File: src/hdl/alu_defs.svh
// Width and depth macros shared by the integer execute unit
// Included by the package and by the datapath blocks that size registers

`ifndef ALU_DEFS_SVH
`define ALU_DEFS_SVH

// ========================================
// Datapath widths
// ========================================

// Operand and result word width
`define ALU_WIDTH 64

// Shift amount is taken from the low bits of c
`define ALU_SHAMT_WIDTH 6

// ========================================
// Multi-cycle unit sizing
// ========================================

// Number of registered stages in the multiplier pipeline
`define ALU_MUL_STAGES 3

// Iteration counter of the divider, wide enough to hold the word width
`define ALU_DIV_CNT_WIDTH 7

`endif

File: src/hdl/alu_pkg.sv
// Types shared across the integer execute unit
// Modules name these in their port lists and import the package in the body

`include "alu_defs.svh"

package alu_pkg;

	// ========================================
	// Data words
	// ========================================

	// One operand or one result
	typedef logic [`ALU_WIDTH-1:0] value_t;

	// Full product of two words
	typedef logic [2*`ALU_WIDTH-1:0] double_value_t;

	// ========================================
	// Operation encoding
	// ========================================

	// Major opcode, OP_R2 picks its function from func
	typedef enum logic [3:0] {
		OP_R2    = 4'd0,
		OP_ADDI  = 4'd1,
		OP_ANDI  = 4'd2,
		OP_ORI   = 4'd3,
		OP_EORI  = 4'd4,
		OP_SLTI  = 4'd5,
		OP_MULI  = 4'd6,
		OP_DIVI  = 4'd7,
		OP_SHIFT = 4'd8,
		OP_MOV   = 4'd9
	} opcode_t;

	// Register-register function codes
	// Under OP_SHIFT only the low two bits count: 0 is ASL, 1 is LSR, 2 is ASR
	// Immediate opcodes should carry FN_ADD here, the multiplier picks imm
	// over b whenever func is not one of the four multiply functions
	typedef enum logic [4:0] {
		FN_ADD   = 5'd0,  FN_SUB   = 5'd1,
		FN_AND   = 5'd2,  FN_OR    = 5'd3,  FN_EOR   = 5'd4,  FN_ANDC  = 5'd5,
		FN_NAND  = 5'd6,  FN_NOR   = 5'd7,  FN_ENOR  = 5'd8,  FN_ORC   = 5'd9,
		FN_SEQ   = 5'd10, FN_SNE   = 5'd11, FN_SLT   = 5'd12, FN_SLE   = 5'd13,
		FN_SLTU  = 5'd14, FN_SLEU  = 5'd15,
		FN_MAX3  = 5'd16, FN_MIN3  = 5'd17, FN_MID3  = 5'd18,
		FN_MAXU3 = 5'd19, FN_MINU3 = 5'd20, FN_MIDU3 = 5'd21,
		FN_MUL   = 5'd22, FN_MULU  = 5'd23, FN_MULH  = 5'd24, FN_MULUH = 5'd25,
		FN_DIV   = 5'd26, FN_DIVU  = 5'd27, FN_MOD   = 5'd28, FN_MODU  = 5'd29
	} func_t;

	// Add and sub variant. 0 plain, 2 adds one to an add and takes one from a sub,
	// 3 does the reverse, 1 forces a zero result
	typedef logic [1:0] carry_t;

	// Modifier on c for the logic functions.
	// 0 as is, 1 two's complement, 2 one's complement, 3 sign bit flipped
	typedef logic [1:0] cmod_t;

	// ========================================
	// Control
	// ========================================

	typedef enum logic [1:0] {
		ST_IDLE,
		ST_MUL,
		ST_DIV,
		ST_HOLD
	} alu_state_t;

endpackage

File: src/hdl/alu_shift.sv
// Funnel shifter of the execute unit
// The amount is the low bits of c, b sits above a for the funnel shifts

`timescale 1ns/1ps

`include "alu_defs.svh"

module alu_shift (
	input  alu_pkg::func_t  func,
	input  alu_pkg::value_t a,
	input  alu_pkg::value_t b,
	input  alu_pkg::value_t c,
	output alu_pkg::value_t shift_result
);
	import alu_pkg::*;

	logic [`ALU_SHAMT_WIDTH-1:0] amt;
	double_value_t shl;
	double_value_t shr;
	double_value_t sar;

	assign amt = c[`ALU_SHAMT_WIDTH-1:0];

	always_comb
	begin
		shl = {b, a} << amt;
		shr = {b, a} >> amt;
		// Sign copies fill from the top, only a takes part
		sar = {{`ALU_WIDTH{a[`ALU_WIDTH-1]}}, a} >> amt;
	end

	always_comb
	begin
		case (func[1:0])
			// Bits of a enter the bottom of b
			2'd0: shift_result = shl[2*`ALU_WIDTH-1:`ALU_WIDTH];
			// Bits of b enter the top of a
			2'd1: shift_result = shr[`ALU_WIDTH-1:0];
			2'd2: shift_result = sar[`ALU_WIDTH-1:0];
			default: shift_result = {2{32'hDEADBEEF}};
		endcase
	end

endmodule

File: config.mk
export PLATFORM = sky130hd
export DESIGN_NAME = alu_shift
export DESIGN_NICKNAME = d
export VERILOG_FILES = /design/src/hdl/alu_pkg.sv /design/src/hdl/alu_shift.sv
export VERILOG_INCLUDE_DIRS = /design/src /design/src/hdl
export SDC_FILE = /design/constraint.sdc
export NUM_CORES = 1
export LEC_CHECK = 0
export BUFFER_PORTS_ARGS = -buffer_cell sky130_fd_sc_hd__buf_2
export CAP_MARGIN = 5
export CORE_MARGIN = 4
export CORE_UTILIZATION = 25
export DETAILED_ROUTE_END_ITERATION = 8
export RECOVER_POWER = 50
export SETUP_SLACK_MARGIN = 0.2
export SLEW_MARGIN = 20
export SYNTH_ARGS = -nofsm -noshare
export SYNTH_HDL_FRONTEND = slang
export SYNTH_SLANG_ARGS = --single-unit
File: constraint.sdc
create_clock -name vclk -period 10.1
set_clock_uncertainty 0.15 [all_clocks]
set_input_delay 2.525 -clock vclk [all_inputs]
set_output_delay 2.525 -clock vclk [all_outputs]
set_load 0.03 [all_outputs]
# Word level (Yosys, flattened, before mapping)
# Index checks and enable logic that the tools add are counted.
# classes
eq_ne	2
shift	3
mux	1
mul	0
n_div	0
bitwise_logic	0
order_cmp	0
reduce_logical	1
n_addsub	0
# ops
cell	count
128-bit by 6-bit >> shifter with 64-bit output	2
64-bit case mux with 3 select lines	1
128-bit by 6-bit << shifter with 128-bit output	1
2-bit by 1-bit equality test with 1-bit output, second input constant	1
2-bit equality test, second input constant	1
2-bit zero test	1
# totals
mem_bits_ro	0
regBits	0
mem_bits_rw	0
input_bits	197
out_inout_bits	64
elab_cells	7
latch_bits	0
n_memories	0

# Depth between registers and ports, before layout
# Gate-level depths: netlist of run 1.
# logic_depth
depth_word	2
mapped_depth	13
ltp_nobuf	9

# Worst setup path after synthesis of run 1
# OpenSTA, ideal clock, no wires.
# synth_timing
kind	in2out
start	input func[0]
end	output shift_result[56]
stages	13
arrival_time_ps	5119
n_path_buf	4
slack_ps	2306
t_required_ps	7425
cell_sequence	inv_1 ha_1 clkbuf_1 clkbuf_1 inv_1 clkbuf_1 clkbuf_1 o21ai_0 a211oi_1 o21ai_0 o211ai_1 a31oi_1 a311oi_1
# synth_via
elab_chain_len	2
elab_cells_between_ends	4
cone_classes	2 x eq/ne; 1 x mux; 1 x reduce/logical
# synth_rtl
item	line	text
start, declared	alu_shift.sv:9	input alu_pkg::func_t func,
2-bit equality test, or another cell as far along	alu_shift.sv:34	case (func[1:0])
64-bit case mux with 3 select lines *	alu_shift.sv:34	
end, declared	alu_shift.sv:13	output alu_pkg::value_t shift_result
# Mark *: on every way between the ends. The rest lies on a longest branch, timed or not.

# Worst setup path in the final report of run 1
# layout_timing
start	input c[1]
end	output shift_result[4]
# layout_via
elab_chain_len	2
elab_cells_between_ends	4
cone_classes	3 x shift; 1 x mux
# layout_rtl
item	line	text
start, declared	alu_shift.sv:12	input alu_pkg::value_t c,
128-bit by 6-bit >> shifter with 64-bit output, or another cell as far along	alu_shift.sv:29	sar = {{`ALU_WIDTH{a[`ALU_WIDTH-1]}}, a} >> amt;
64-bit case mux with 3 select lines *	alu_shift.sv:34	
# Marks and branches as above.

==> results of run 1 <==
[synth_stat cells, types with 12 or more instances]
cell type,number,area (um^2)
mux2i_1,196,1960
nor3_1,39,195
a2111oi_0,12,105
a211oi_1,53,398
mux2_2,149,1680
buf_4,32,240
o221ai_1,32,280
a221oi_1,20,175
o22ai_1,79,494
a21oi_1,106,531
nor2b_1,12,75.1
nor2_1,278,1040
a22oi_1,27,203
buf_1,19,71.3
buf_2,55,275
a31oi_1,12,75.1
buf_6,28,315
nand2b_1,12,75.1
clkbuf_1,108,405
o211ai_1,36,270
nand2_1,224,841
o21ai_0,113,566
inv_1,16,60.1
mux4_2,229,5160
nand3_1,21,105
[layout make-up]
class                      count  area [um^2]  area share (%)
inverter                      21         85.1           0.451
antenna                        2         5.00          0.0265
timing repair buffer         281         1720            9.10
multi-input combinational   1841        15900            84.2
tap                          931         1160            6.17
[per-stage QoR]
stage / util (%) / area, um^2 / std cells / hold WS, ns
after CTS: 27.5 / 18900 / 3074 / 5.66
after global routing: 27.4 / 18900 / 3074 / 5.73
final: 27.5 / 18900 / 3076 / 5.65
after floorplan: - / 17300 / 2108 / 5.44
after detailed placement: 27.5 / 18900 / 3074 / 5.66
after global placement: 27.5 / 18900 / 3074 / 5.63
[per-layer routing]
layer  vias up  global-route usage [%]
li1       8491                       -
met1     10100                    36.2
met2      1612                    38.6
met3       256                    5.79
met4         2                    11.8
met5         -                       0
[critical path, cell delays in order]
cell	delay, ns
buf_8	0.56
clkbuf_1	0.85
or2_2	0.37
o211ai_1	0.11
a21oi_1	0.57
a21oi_1	0.36
o21ai_0	0.29
nand2_1	0.10
a311oi_1	0.69
buf_2	0.33
[cell families (layout without fill, tap and decap cells)]
logic type,count (synthesis),in the layout,synth area share (%)
simple gates,635,635,15.4
compound gates,622,622,24.6
mux,581,581,51.4
buf+inv,267,302,8.37
fa+ha+maj,3,3,0.217
other cells,0,2,0
[worst paths after layout]
kind / cells after the start / slack [ns] / from / to
worst min-delay path: 5 / 5.65 / func[1] / shift_result[9]
worst max-delay path: 10 / 0.64 / c[1] / shift_result[4]
==> impl_metrics.tcl, run 1 <==
set metrics [dict create \
    final_cell_mix "nor2_1, mux4_2, nand2_1, mux2i_1, buf_2" \
    avgSynthCellArea_um2 8.22 \
    fmax_ghz 0.106 \
    grt_pass1_wl_mm 144 \
    rows 96 \
    worstPathMaxFanout 88 \
    yosysWarnings 0 \
    place.gp.congestion 1.11 \
    initial_core_util_pct 25.2 \
    ctsResizeCount 0 \
    syn_nets 2308 \
    tns_ns 0 \
    io_pins 261 \
    maxCapViolations 0 \
    cp.required_ns 7.43 \
    hold_buffers 0 \
    drtIter0Drc 3761 \
    cp_data_arrival_time_ns 6.78 \
    drt-pass1-iter-count 6 \
    post_cts_buffers 0 \
    status "finished, final reports clean" \
    area_growth_pct 8.81 \
    place_ws_ns 1.11 \
    drc 0 \
    report.final.slew_viol_count 0 \
    seq_area_frac_synth_pct 0 \
    viasPerCell 6.65 \
    wl_met2_mm 42.9 \
    die_h_um 271 \
    drive_gt1_share_pct 31.4 \
    timing.final.crit_share_pct 93.6 \
    vias 20400 \
    path_class "input port to output port" \
    met1Wirelength_mm 40.7 \
    setup_violations 0 \
    end_kind "output port" \
    fp.dieArea_um2 73600 \
    post_drt_wl_per_cell_um 33.1 \
    rsz0062_at_grt "false" \
    highest_layer "met5" \
    wl_mm 102 \
    dp_hpwl_mm 80.1 \
    numPortBuffers 200 \
    grt_overflow 0 \
    grt_pass1_vias 18800 \
    nClkBuffers 0 \
    fin_ws_ns 0.642 \
    track_usage_pct 26.1 \
    tightestPinTransition_ns 1.20 \
    coreArea_um2 68700 \
    grt_max_degree 162 \
    synth_cell_type_count 81 \
    seq_cell_count 0 \
    final_common_cell "nor2_1" \
    fin_nets 2345 \
    seqCellArea_um2 0 \
    slew_headroom_pct 19.2 \
    syn_area_um2 17300 \
    critPathLaunchType "input port" \
    period_needed_ns 9.46 \
    dieWidth_um 271 \
    holdCritPathClass "input port to output port" \
    finalHoldViolations 0 \
    ant_nets 0 \
    wl_met3_mm 11.8 \
    fillers 7594 \
    synthCells 2108 \
    antenna_found_initial 8 \
]
==> run 2, diff against run 1 <==
CORE_UTILIZATION = 48   (was 25)
PLACE_DENSITY = 0.69   (was not set)
==> impl_metrics.tcl, run 2 (synthesis gave the netlist of run 1 again) <==
set metrics [dict create \
    place.gp.congestion 1.10 \
    path_depth 10 \
    crit_chain "buf_8, clkbuf_1, clkbuf_1, or2_2, o22ai_1, o21ai_0, a22oi_1, a211oi_1, or4_1, buf_2" \
    coreArea_um2 35600 \
    dieWidth_um 198 \
    holdPathStages 5 \
    tns_ns 0 \
    final_cell_mix "nor2_1, mux4_2, nand2_1, mux2i_1, buf_2" \
    path_class "input port to output port" \
    drive_gt1_share_pct 31.3 \
    seq_cell_count 0 \
    hp-start "c[4]" \
    initial_core_util_pct 48.7 \
    wl_mm 97.8 \
    post_drt_wl_per_cell_um 37.5 \
    grt_overflow 0 \
    finalHoldViolations 0 \
    io_pins 261 \
    crit_top_cell "clkbuf_1" \
    fillers 3516 \
    ctsResizeCount 0 \
    antenna_found_initial 1 \
    hold_buffers 0 \
    cp.required_ns 7.43 \
    grt_pass1_vias 19100 \
    tightestPinTransition_ns 1.29 \
    status "finished, final reports clean" \
    grt_max_degree 111 \
    critPathLaunchType "input port" \
    drt-pass1-iter-count 9 \
    numPortBuffers 200 \
    final_common_cell "nor2_1" \
    fmax_ghz 0.106 \
    whs_endpoint "shift_result[15]" \
    grt_pass1_wl_mm 137 \
    cp_data_arrival_time_ns 6.75 \
    report.final.slew_viol_count 0 \
    cp_slowest_stage_delay_ns 0.72 \
    maxCapViolations 0 \
    viasPerCell 8.08 \
    area_growth_pct 5.26 \
    seqCellArea_um2 0 \
    fp.dieArea_um2 39200 \
    fin_nets 2347 \
    rows 69 \
    die_h_um 198 \
    setup_violations 0 \
    post_cts_buffers 0 \
    dp_hpwl_mm 75.6 \
    crit_buf_inv 4 \
    track_usage_pct 47.1 \
    drtIter0Drc 3392 \
    nClkBuffers 0 \
    slew_headroom_pct 11.5 \
    rsz0062_at_grt "false" \
    fin_util_pct 51.3 \
    timing.final.crit_share_pct 93.3 \
    drc 0 \
    holdCritPathClass "input port to output port" \
    worstPathMaxFanout 110 \
    ant_nets 0 \
    end_kind "output port" \
    period_needed_ns 9.42 \
    crit_slowest_cell "clkbuf_1" \
    crit_family "buffers and inverters" \
    vias 21100 \
]
run 2: cell count changes in the layout (fill, tap and decap cells not counted), sizes merged:
cell / delta
buf: +2
diode: +1
run 2: area by class of cell:
type	count	area [um^2]	share of cell area [%]
diodes	3	7.51	0.0411
repair buffers	283	1690	9.26
multi-input cells	1841	15900	87.1
inverters	21	85.1	0.466
well taps	461	577	3.16
run 2: worst max path at each step:
stage / startpoint / to
after CTS: func[0] / shift_result[29]
after global routing: c[1] / shift_result[57]
after global placement: func[0] / shift_result[29]
after floorplan: func[0] / shift_result[56]
after detailed placement: func[0] / shift_result[29]
final: c[1] / shift_result[57]
run 2: through the flow:
stage / cells / hold WS (ns) / setup slack, ns / area, um^2
3_5_place_dp: 2606 / 5.62 / 1.27 / 18300
6_report: 2609 / 5.68 / 0.680 / 18200
2_1_floorplan: 2108 / 5.44 / 2.31 / 17300
3_3_place_gp: 2606 / 5.62 / 1.32 / 18300
5_1_grt: 2606 / 5.72 / 0.616 / 18200
4_1_cts: 2606 / 5.63 / 1.26 / 18300
run 2: routing by layer:
metal,up-vias,routed length (um),track usage (%)
li1,8521,-,-
met1,10100,34500,61.4
met2,1994,40500,69.3
met3,430,13900,13.3
met4,0,8790,28.5
met5,-,0,0
