===== src/hdl/alu_defs.svh =====
// Width and depth macros shared by the integer execute unit
// Included by the package and by the datapath blocks that size registers

`ifndef ALU_DEFS_SVH
`define ALU_DEFS_SVH

// ========================================
// Datapath widths
// ========================================

// Operand and result word width
`define ALU_WIDTH 64

// Shift amount is taken from the low bits of c
`define ALU_SHAMT_WIDTH 6

// ========================================
// Multi-cycle unit sizing
// ========================================

// Number of registered stages in the multiplier pipeline
`define ALU_MUL_STAGES 3

// Iteration counter of the divider, wide enough to hold the word width
`define ALU_DIV_CNT_WIDTH 7

`endif


===== src/hdl/alu_pkg.sv =====
// Types shared across the integer execute unit
// Modules name these in their port lists and import the package in the body

`include "alu_defs.svh"

package alu_pkg;

	// ========================================
	// Data words
	// ========================================

	// One operand or one result
	typedef logic [`ALU_WIDTH-1:0] value_t;

	// Full product of two words
	typedef logic [2*`ALU_WIDTH-1:0] double_value_t;

	// ========================================
	// Operation encoding
	// ========================================

	// Major opcode, OP_R2 picks its function from func
	typedef enum logic [3:0] {
		OP_R2    = 4'd0,
		OP_ADDI  = 4'd1,
		OP_ANDI  = 4'd2,
		OP_ORI   = 4'd3,
		OP_EORI  = 4'd4,
		OP_SLTI  = 4'd5,
		OP_MULI  = 4'd6,
		OP_DIVI  = 4'd7,
		OP_SHIFT = 4'd8,
		OP_MOV   = 4'd9
	} opcode_t;

	// Register-register function codes
	// Under OP_SHIFT only the low two bits count: 0 is ASL, 1 is LSR, 2 is ASR
	// Immediate opcodes should carry FN_ADD here, the multiplier picks imm
	// over b whenever func is not one of the four multiply functions
	typedef enum logic [4:0] {
		FN_ADD   = 5'd0,  FN_SUB   = 5'd1,
		FN_AND   = 5'd2,  FN_OR    = 5'd3,  FN_EOR   = 5'd4,  FN_ANDC  = 5'd5,
		FN_NAND  = 5'd6,  FN_NOR   = 5'd7,  FN_ENOR  = 5'd8,  FN_ORC   = 5'd9,
		FN_SEQ   = 5'd10, FN_SNE   = 5'd11, FN_SLT   = 5'd12, FN_SLE   = 5'd13,
		FN_SLTU  = 5'd14, FN_SLEU  = 5'd15,
		FN_MAX3  = 5'd16, FN_MIN3  = 5'd17, FN_MID3  = 5'd18,
		FN_MAXU3 = 5'd19, FN_MINU3 = 5'd20, FN_MIDU3 = 5'd21,
		FN_MUL   = 5'd22, FN_MULU  = 5'd23, FN_MULH  = 5'd24, FN_MULUH = 5'd25,
		FN_DIV   = 5'd26, FN_DIVU  = 5'd27, FN_MOD   = 5'd28, FN_MODU  = 5'd29
	} func_t;

	// Add and sub variant. 0 plain, 2 adds one to an add and takes one from a sub,
	// 3 does the reverse, 1 forces a zero result
	typedef logic [1:0] carry_t;

	// Modifier on c for the logic functions.
	// 0 as is, 1 two's complement, 2 one's complement, 3 sign bit flipped
	typedef logic [1:0] cmod_t;

	// ========================================
	// Control
	// ========================================

	typedef enum logic [1:0] {
		ST_IDLE,
		ST_MUL,
		ST_DIV,
		ST_HOLD
	} alu_state_t;

endpackage


===== src/hdl/alu_ctrl.sv =====
// Sequencer of the execute unit
// Accepts one operation, starts the multiplier or divider when needed,
// and keeps the chosen result registered until the consumer takes it

`timescale 1ns/1ps

module alu_ctrl (
	input  logic             clk,
	input  logic             rst,
	input  logic             in_valid,
	output logic             in_ready,
	input  alu_pkg::opcode_t op,
	input  alu_pkg::func_t   func,
	output logic             out_valid,
	input  logic             out_ready,
	input  alu_pkg::value_t  logic_result,
	input  alu_pkg::value_t  shift_result,
	input  alu_pkg::value_t  prod_lo,
	input  alu_pkg::value_t  prod_hi,
	input  logic             mul_done,
	input  alu_pkg::value_t  quotient,
	input  alu_pkg::value_t  remainder,
	input  logic             div_dbz,
	input  logic             div_done,
	output logic             mul_start,
	output logic             div_start,
	output logic             div_signed,
	output alu_pkg::value_t  result,
	output logic             dbz
);
	import alu_pkg::*;

	alu_state_t state;
	logic accept;
	logic is_mul;
	logic is_div;
	logic want_hi;
	// Set when the multiply returns the high word or the divide the remainder
	logic upper_sel;

	// ========================================
	// Decode of the offered operation
	// ========================================

	always_comb
	begin
		is_mul = (op == OP_MULI) ||
			((op == OP_R2) && (func inside {FN_MUL, FN_MULU, FN_MULH, FN_MULUH}));
		is_div = (op == OP_DIVI) ||
			((op == OP_R2) && (func inside {FN_DIV, FN_DIVU, FN_MOD, FN_MODU}));
		// Only the register forms can ask for the upper word
		want_hi = (op == OP_R2) &&
			(func inside {FN_MULH, FN_MULUH, FN_MOD, FN_MODU});
		// The immediate divide is always signed
		div_signed = (op == OP_DIVI) ||
			((op == OP_R2) && (func inside {FN_DIV, FN_MOD}));
	end

	// A new operation is taken only when nothing is in flight or held
	assign in_ready  = (state == ST_IDLE);
	assign accept    = in_valid && in_ready;
	assign out_valid = (state == ST_HOLD);

	// Start pulses fall in the accept cycle so the units sample the live operands
	assign mul_start = accept && is_mul;
	assign div_start = accept && is_div;

	// ========================================
	// State machine
	// ========================================

	always_ff @(posedge clk)
	begin
		if (rst)
		begin
			state <= ST_IDLE;
		end
		else
		begin
			case (state)
				ST_IDLE:
				begin
					if (accept)
					begin
						if (is_mul)
							state <= ST_MUL;
						else if (is_div)
							state <= ST_DIV;
						else
							state <= ST_HOLD;
					end
				end
				ST_MUL:
				begin
					if (mul_done)
						state <= ST_HOLD;
				end
				ST_DIV:
				begin
					if (div_done)
						state <= ST_HOLD;
				end
				default:
				begin
					// Leave only once the consumer has taken the result
					if (out_ready)
						state <= ST_IDLE;
				end
			endcase
		end
	end

	// Result register, loaded once per operation and frozen while held
	always_ff @(posedge clk)
	begin
		if ((state == ST_IDLE) && accept)
		begin
			upper_sel <= want_hi;
			if (!is_mul && !is_div)
			begin
				result <= (op == OP_SHIFT) ? shift_result : logic_result;
				dbz    <= 1'b0;
			end
		end
		else if ((state == ST_MUL) && mul_done)
		begin
			result <= upper_sel ? prod_hi : prod_lo;
			dbz    <= 1'b0;
		end
		else if ((state == ST_DIV) && div_done)
		begin
			result <= upper_sel ? remainder : quotient;
			dbz    <= div_dbz;
		end
	end

endmodule


===== config.mk =====
export PLATFORM = sky130hd
export DESIGN_NAME = alu_ctrl
export DESIGN_NICKNAME = d
export VERILOG_FILES = /design/src/hdl/alu_pkg.sv /design/src/hdl/alu_ctrl.sv
export VERILOG_INCLUDE_DIRS = /design/src /design/src/hdl
export SDC_FILE = /design/constraint.sdc
export NUM_CORES = 1
export LEC_CHECK = 0
export BUFFER_PORTS_ARGS = -buffer_cell sky130_fd_sc_hd__buf_2
export CAP_MARGIN = 20
export CORE_AREA = 3 3 181 183
export DETAILED_ROUTE_END_ITERATION = 10
export DIE_AREA = 0 0 184 186
export GPL_ROUTABILITY_DRIVEN = 0
export SYNTH_ARGS = -nofsm -noshare
export SYNTH_HDL_FRONTEND = slang
export SYNTH_SLANG_ARGS = --single-unit

===== constraint.sdc =====
create_clock -name clk -period 6.2 [get_ports clk]
set_clock_uncertainty 0.15 [all_clocks]
set_input_delay 1.55 -clock clk [delete_from_list [all_inputs] [get_ports clk]]
set_output_delay 1.55 -clock clk [all_outputs]
set_load 0.01 [all_outputs]

Word-level counts from Yosys, hierarchy flattened
Index checks and enable logic that the tools add are counted.
{"block": "totals", "in_bits": 400, "word_cells": 66, "ff_bits": 68}
{"block": "classes", "reduce_logical": 26, "mux": 18, "n_eq_ne": 18}
{"operator": "$mux 64", "n": 7}
{"operator": "$eq 5x5->1 const B", "n": 8}
{"operator": "$reduce_bool 4->1", "n": 4}
{"operator": "$logic_and 1x1->1", "n": 11}
{"operator": "$mux 2", "n": 5}
{"operator": "$eq 4x3->1 const B", "n": 2}
{"operator": "$pmux 2 s3", "n": 1}
{"operator": "$mux 1", "n": 5}
{"operator": "$eq 2x2->1 const B", "n": 2}
{"operator": "$eq 4x4->1 const B", "n": 1}
{"operator": "$logic_not 4->1", "n": 1}
{"operator": "$ne 2x1->1 const B", "n": 2}
{"operator": "$ne 2x2->1 const B", "n": 2}
{"operator": "$reduce_and 4->1", "n": 1}
{"operator": "$logic_or 1x1->1", "n": 3}
{"operator": "$reduce_bool 3->1", "n": 1}
{"operator": "$eq 2x1->1 const B", "n": 1}
{"operator": "$logic_not 1->1", "n": 2}
{"operator": "$logic_not 2->1", "n": 1}
{"operator": "$reduce_and 2->1", "n": 1}
{"operator": "$reduce_bool 2->1", "n": 1}

Depth between registers and ports, before layout
{"block": "depth", "depth_word": 8, "ltp_mapped": 8}

Worst setup path before layout
Ideal clock, no wire load.
{"block": "synth_path", "path_type": "input -> register", "from": "input in_valid", "to": "register dbz, enable pin", "t_required_ns": 5.539, "cell_stages": 4, "slack_ns": 0.297, "n_path_buf": 1, "arrival_ns": 5.242, "path_cell_list": "nand2_1 clkbuf_1 inv_1 o22ai_1"}
{"block": "synth_between", "elab_chain_cells": 4, "elab_cells_between_ends": 5}
{"item": "start: declaration", "line_no": "alu_ctrl.sv:10", "rtl": "input logic in_valid,"}
{"item": "$logic_and 1x1->1 *", "line_no": "alu_ctrl.sv:61", "rtl": "assign accept = in_valid && in_ready;"}
{"item": "$logic_and 1x1->1 *", "line_no": "alu_ctrl.sv:116", "rtl": "if ((state == ST_IDLE) && accept)"}
{"item": "$ne 2x1->1 (no line) or $reduce_bool 3->1 (tied branches)"}
{"item": "$reduce_and 2->1 (no line) *"}
{"item": "end signal: assignment", "line_no": "alu_ctrl.sv:133", "rtl": "dbz <= div_dbz;"}
{"item": "end: declaration", "line_no": "alu_ctrl.sv:29", "rtl": "output logic dbz"}
Every way passes the cells marked *; elsewhere a longest branch is shown, timed or not.
A chain may end at the register's enable or synchronous reset.

Worst setup path after layout
{"block": "layout_path", "from": "input op[1]", "to": "output mul_start"}
{"block": "layout_between", "elab_chain_cells": 4, "elab_cells_between_ends": 5}
{"item": "start: declaration", "line_no": "alu_ctrl.sv:12", "rtl": "input alu_pkg::opcode_t op,"}
{"item": "$logic_not 4->1", "line_no": "alu_ctrl.sv:48", "rtl": "((op == OP_R2) && (func inside {FN_MUL, FN_MULU, FN_MULH, FN_MULUH}));"}
{"item": "$logic_and 1x1->1", "line_no": "alu_ctrl.sv:48"}
{"item": "$logic_or 1x1->1 *", "line_no": "alu_ctrl.sv:47", "rtl": "is_mul = (op == OP_MULI) ||"}
{"item": "$logic_and 1x1->1 *", "line_no": "alu_ctrl.sv:65", "rtl": "assign mul_start = accept && is_mul;"}
{"item": "end: declaration", "line_no": "alu_ctrl.sv:25", "rtl": "output logic mul_start,"}
Marks and branches as above.

==> flow_summary.yaml <==
status:
  outcome: "finished, final reports clean"
floorplanning:
  dieArea_mm2: 0.0342
  core_area_mm2: 0.0314
  ios: 470
  dieHeight_um: 186
  die-width_um: 184
  start_util: 0.164
  std_cell_rows: 65
yosys:
  synth_flop_cell: "edfxtp_1"
  syn-cell-area_mm2: 0.00516
  synth.distinct_cells: 36
  synthTopCellsByCount: "nand2_1 (68), edfxtp_1 (66), mux2i_1 (64), mux4_2 (64), o21ai_1 (59)"
  synth_area_leaders: "edfxtp_1 (38%), mux4_2 (28%), mux2i_1 (12%)"
  syn-instance-count: 401
  yosys_warnings: 0
  syn-num-nets: 805
  ys_seq_area_frac: 0.392
  synth-seq-cells: 68
  synth_top_area_share: 0.384
  yosysTopAreaCell: "edfxtp_1"
  async_reset_ff_frac: 0
  synth_most_common_cell: "nand2_1"
  syn-mean-instance-area_um2: 12.9
  synth_enable_flop_cells: 66
route:
  wl_mm: 23.2
  vias: 5484
  drtPass1Iterations: 5
  routed_via_density: 4.35
  drt_iter0_markers: 242
  ant_nets: 0
  drc_errors: 0
  avgRoutedWirePerCell_um: 18.4
power:
  powerDensity_mw_per_mm2: 310
  p_leak_uw: 0.00370
  ir_drop_mv: 0.195
clock_tree:
  cts_buffers: 9
  cts_root_buf: "clkbuf_16"
  clock-sinks: 68
  post-cts-setup-buffers: 0
  post_cts_resized: 0
  htreeDepth: 3
  clkLatencyLatePin_ps: 340
  clock_path_buffers: 2
  hold_buffers: 0
  clk_pin_slew_ps: 70
  cts_tree: "done"
sta:
  setup_slack_ps: 1360
  fmax_mhz: 207
  setup_viol: 0
  relSlewSlack: 0.529
  drv_slew: 0
  setup_tns_ps: 0
  final.min_clock_period_ps: 4840
  fin_crit_sh: 0.780
  worst_pin_slew_ps: 706
  rsz0062_at_grt: "false"
  finalHoldViolCount: 0
critical_path:
  critPathKind: "input pin to primary output"
  endpoint_kind: "primary output"
  r2r_slack_ps: 3410
  cp-endpoint: "mul_start"
  cp-start-kind: "input pin"
  critPathLaunch: "op[1]"
  worstPathRequired_ps: 4500
  reg2regPathDepth: 7
  r2r_start: "state[1]"
  path_max_fanout: 4
  timing.rr.end: "result[19]"
  cp.arrival_ps: 3140
layout:
  drive_gt1_frac: 0.652
  n_antenna_cell: 0
  layout.nets: 1259
  fin_cells: 1262
  syn_to_final_growth_pct: 59.4
global_route:
  grt_max_degree: 68
  global_route.usage.met2: 0.209
  groute.usage.overall: 0.124
  grt-busiest-layer: "met2"
  first_global_vias: 5257
  grtUsageMet3: 0.0321
  grt_overflow_total: 0
  antenna_found_initial: 2
  grt_first_pass_wirelength_mm: 31.6
  use_met1: 0.160
placement:
  dp_cells: 1246
  pre_cts_ws_ps: 1380
  port_buffers: 469
  hpwl_mm: 19.7
job:
  cap_violations: 0
worst_hold_path:
  holdCritPathClass: "flip-flop to flip-flop"
-- area by class of cell --
cell class | count | area [µm²]
Fill cell | 3400 | 23200
Multi-Input combinational cell | 294 | 2950
Timing Repair Buffer | 478 | 2410
Sequential cell | 68 | 2020
Tap cell | 402 | 503
Clock buffer | 10 | 229
Clock inverter | 6 | 87.6
Inverter | 4 | 15.0
-- per-layer routing --
layer,share of wire,vias to the layer above
li1,-,2502
met1,0.40,2711
met2,0.51,246
met3,0.075,21
met4,0.011,4
met5,0.0015,-
-- sequential cells by signal, indices dropped and copies added (netlist names) --
| signal | flops |
|---|---|
| upper_sel | 1 |
| dbz | 1 |
| state | 2 |
| result | 64 |
-- worst max-delay path, cell delays in order --
cell	delay, ps
buf_2	130
nor3b_1	400
o21ai_0	170
a21boi_0	530
and2_1	220
buf_2	140
-- through the flow --
| step | power (µW) | cell area [µm²] | util | hold WS, ps |
|---|---|---|---|---|
| after global routing | 2740 | 8230 | 0.262 | 383 |
| after floorplan | 1530 | 5160 | - | 330 |
| after CTS | 2620 | 8230 | 0.262 | 368 |
| after detailed placement | 2030 | 7910 | 0.252 | 361 |
| final | 2550 | 8230 | 0.262 | 375 |
| after global placement | 2000 | 7910 | 0.252 | 347 |
-- logic make-up (layout without fill, tap and decap cells) --
group           count (synthesis)  count (layout)  share of synthesized area
simple gates                   87              87                     0.0740
flops                          68              68                      0.392
xor+xnor                        1               1                    0.00170
compound gates                 74              74                     0.0764
mux                           128             128                      0.404
fa+ha+maj                       4               4                    0.00970
buf+inv                        39             498                     0.0427
-- how the worst min path moves through the flow --
stage / start / end / slack [ps] / cells after the start
4_1_cts: state[0] / state[0] / 370 / 1
3_3_place_gp: state[0] / state[0] / 350 / 1
5_1_grt: state[0] / state[0] / 380 / 1
3_5_place_dp: state[0] / state[0] / 360 / 1
2_1_floorplan: state[0] / state[0] / 330 / 1
6_report: state[0] / state[0] / 380 / 1
-- cell usage in the layout, fill, tap and decap left out, types with 3 or more instances in the layout --
cell type,Yosys,final
edfxtp_1,66,66
o21ai_0,7,7
o21ai_1,59,59
nand3_1,3,3
mux4_2,64,64
ha_1,4,4
mux2i_1,64,64
nor2_1,3,3
clkbuf_16,0,9
inv_1,4,4
buf_2,2,469
buf_4,7,9
nand2_1,68,66
-- where the power goes --
group | switching (µW) | leakage [µW] | internal (µW) | total, µW
registers | 59.7 | 0.000652 | 780 | 840
logic | 650 | 0.00290 | 498 | 1150
clock network | 212 | 0.000147 | 353 | 565
total | 922 | 0.00370 | 1630 | 2550
Note: power is estimated with default switching activity, not from simulation.
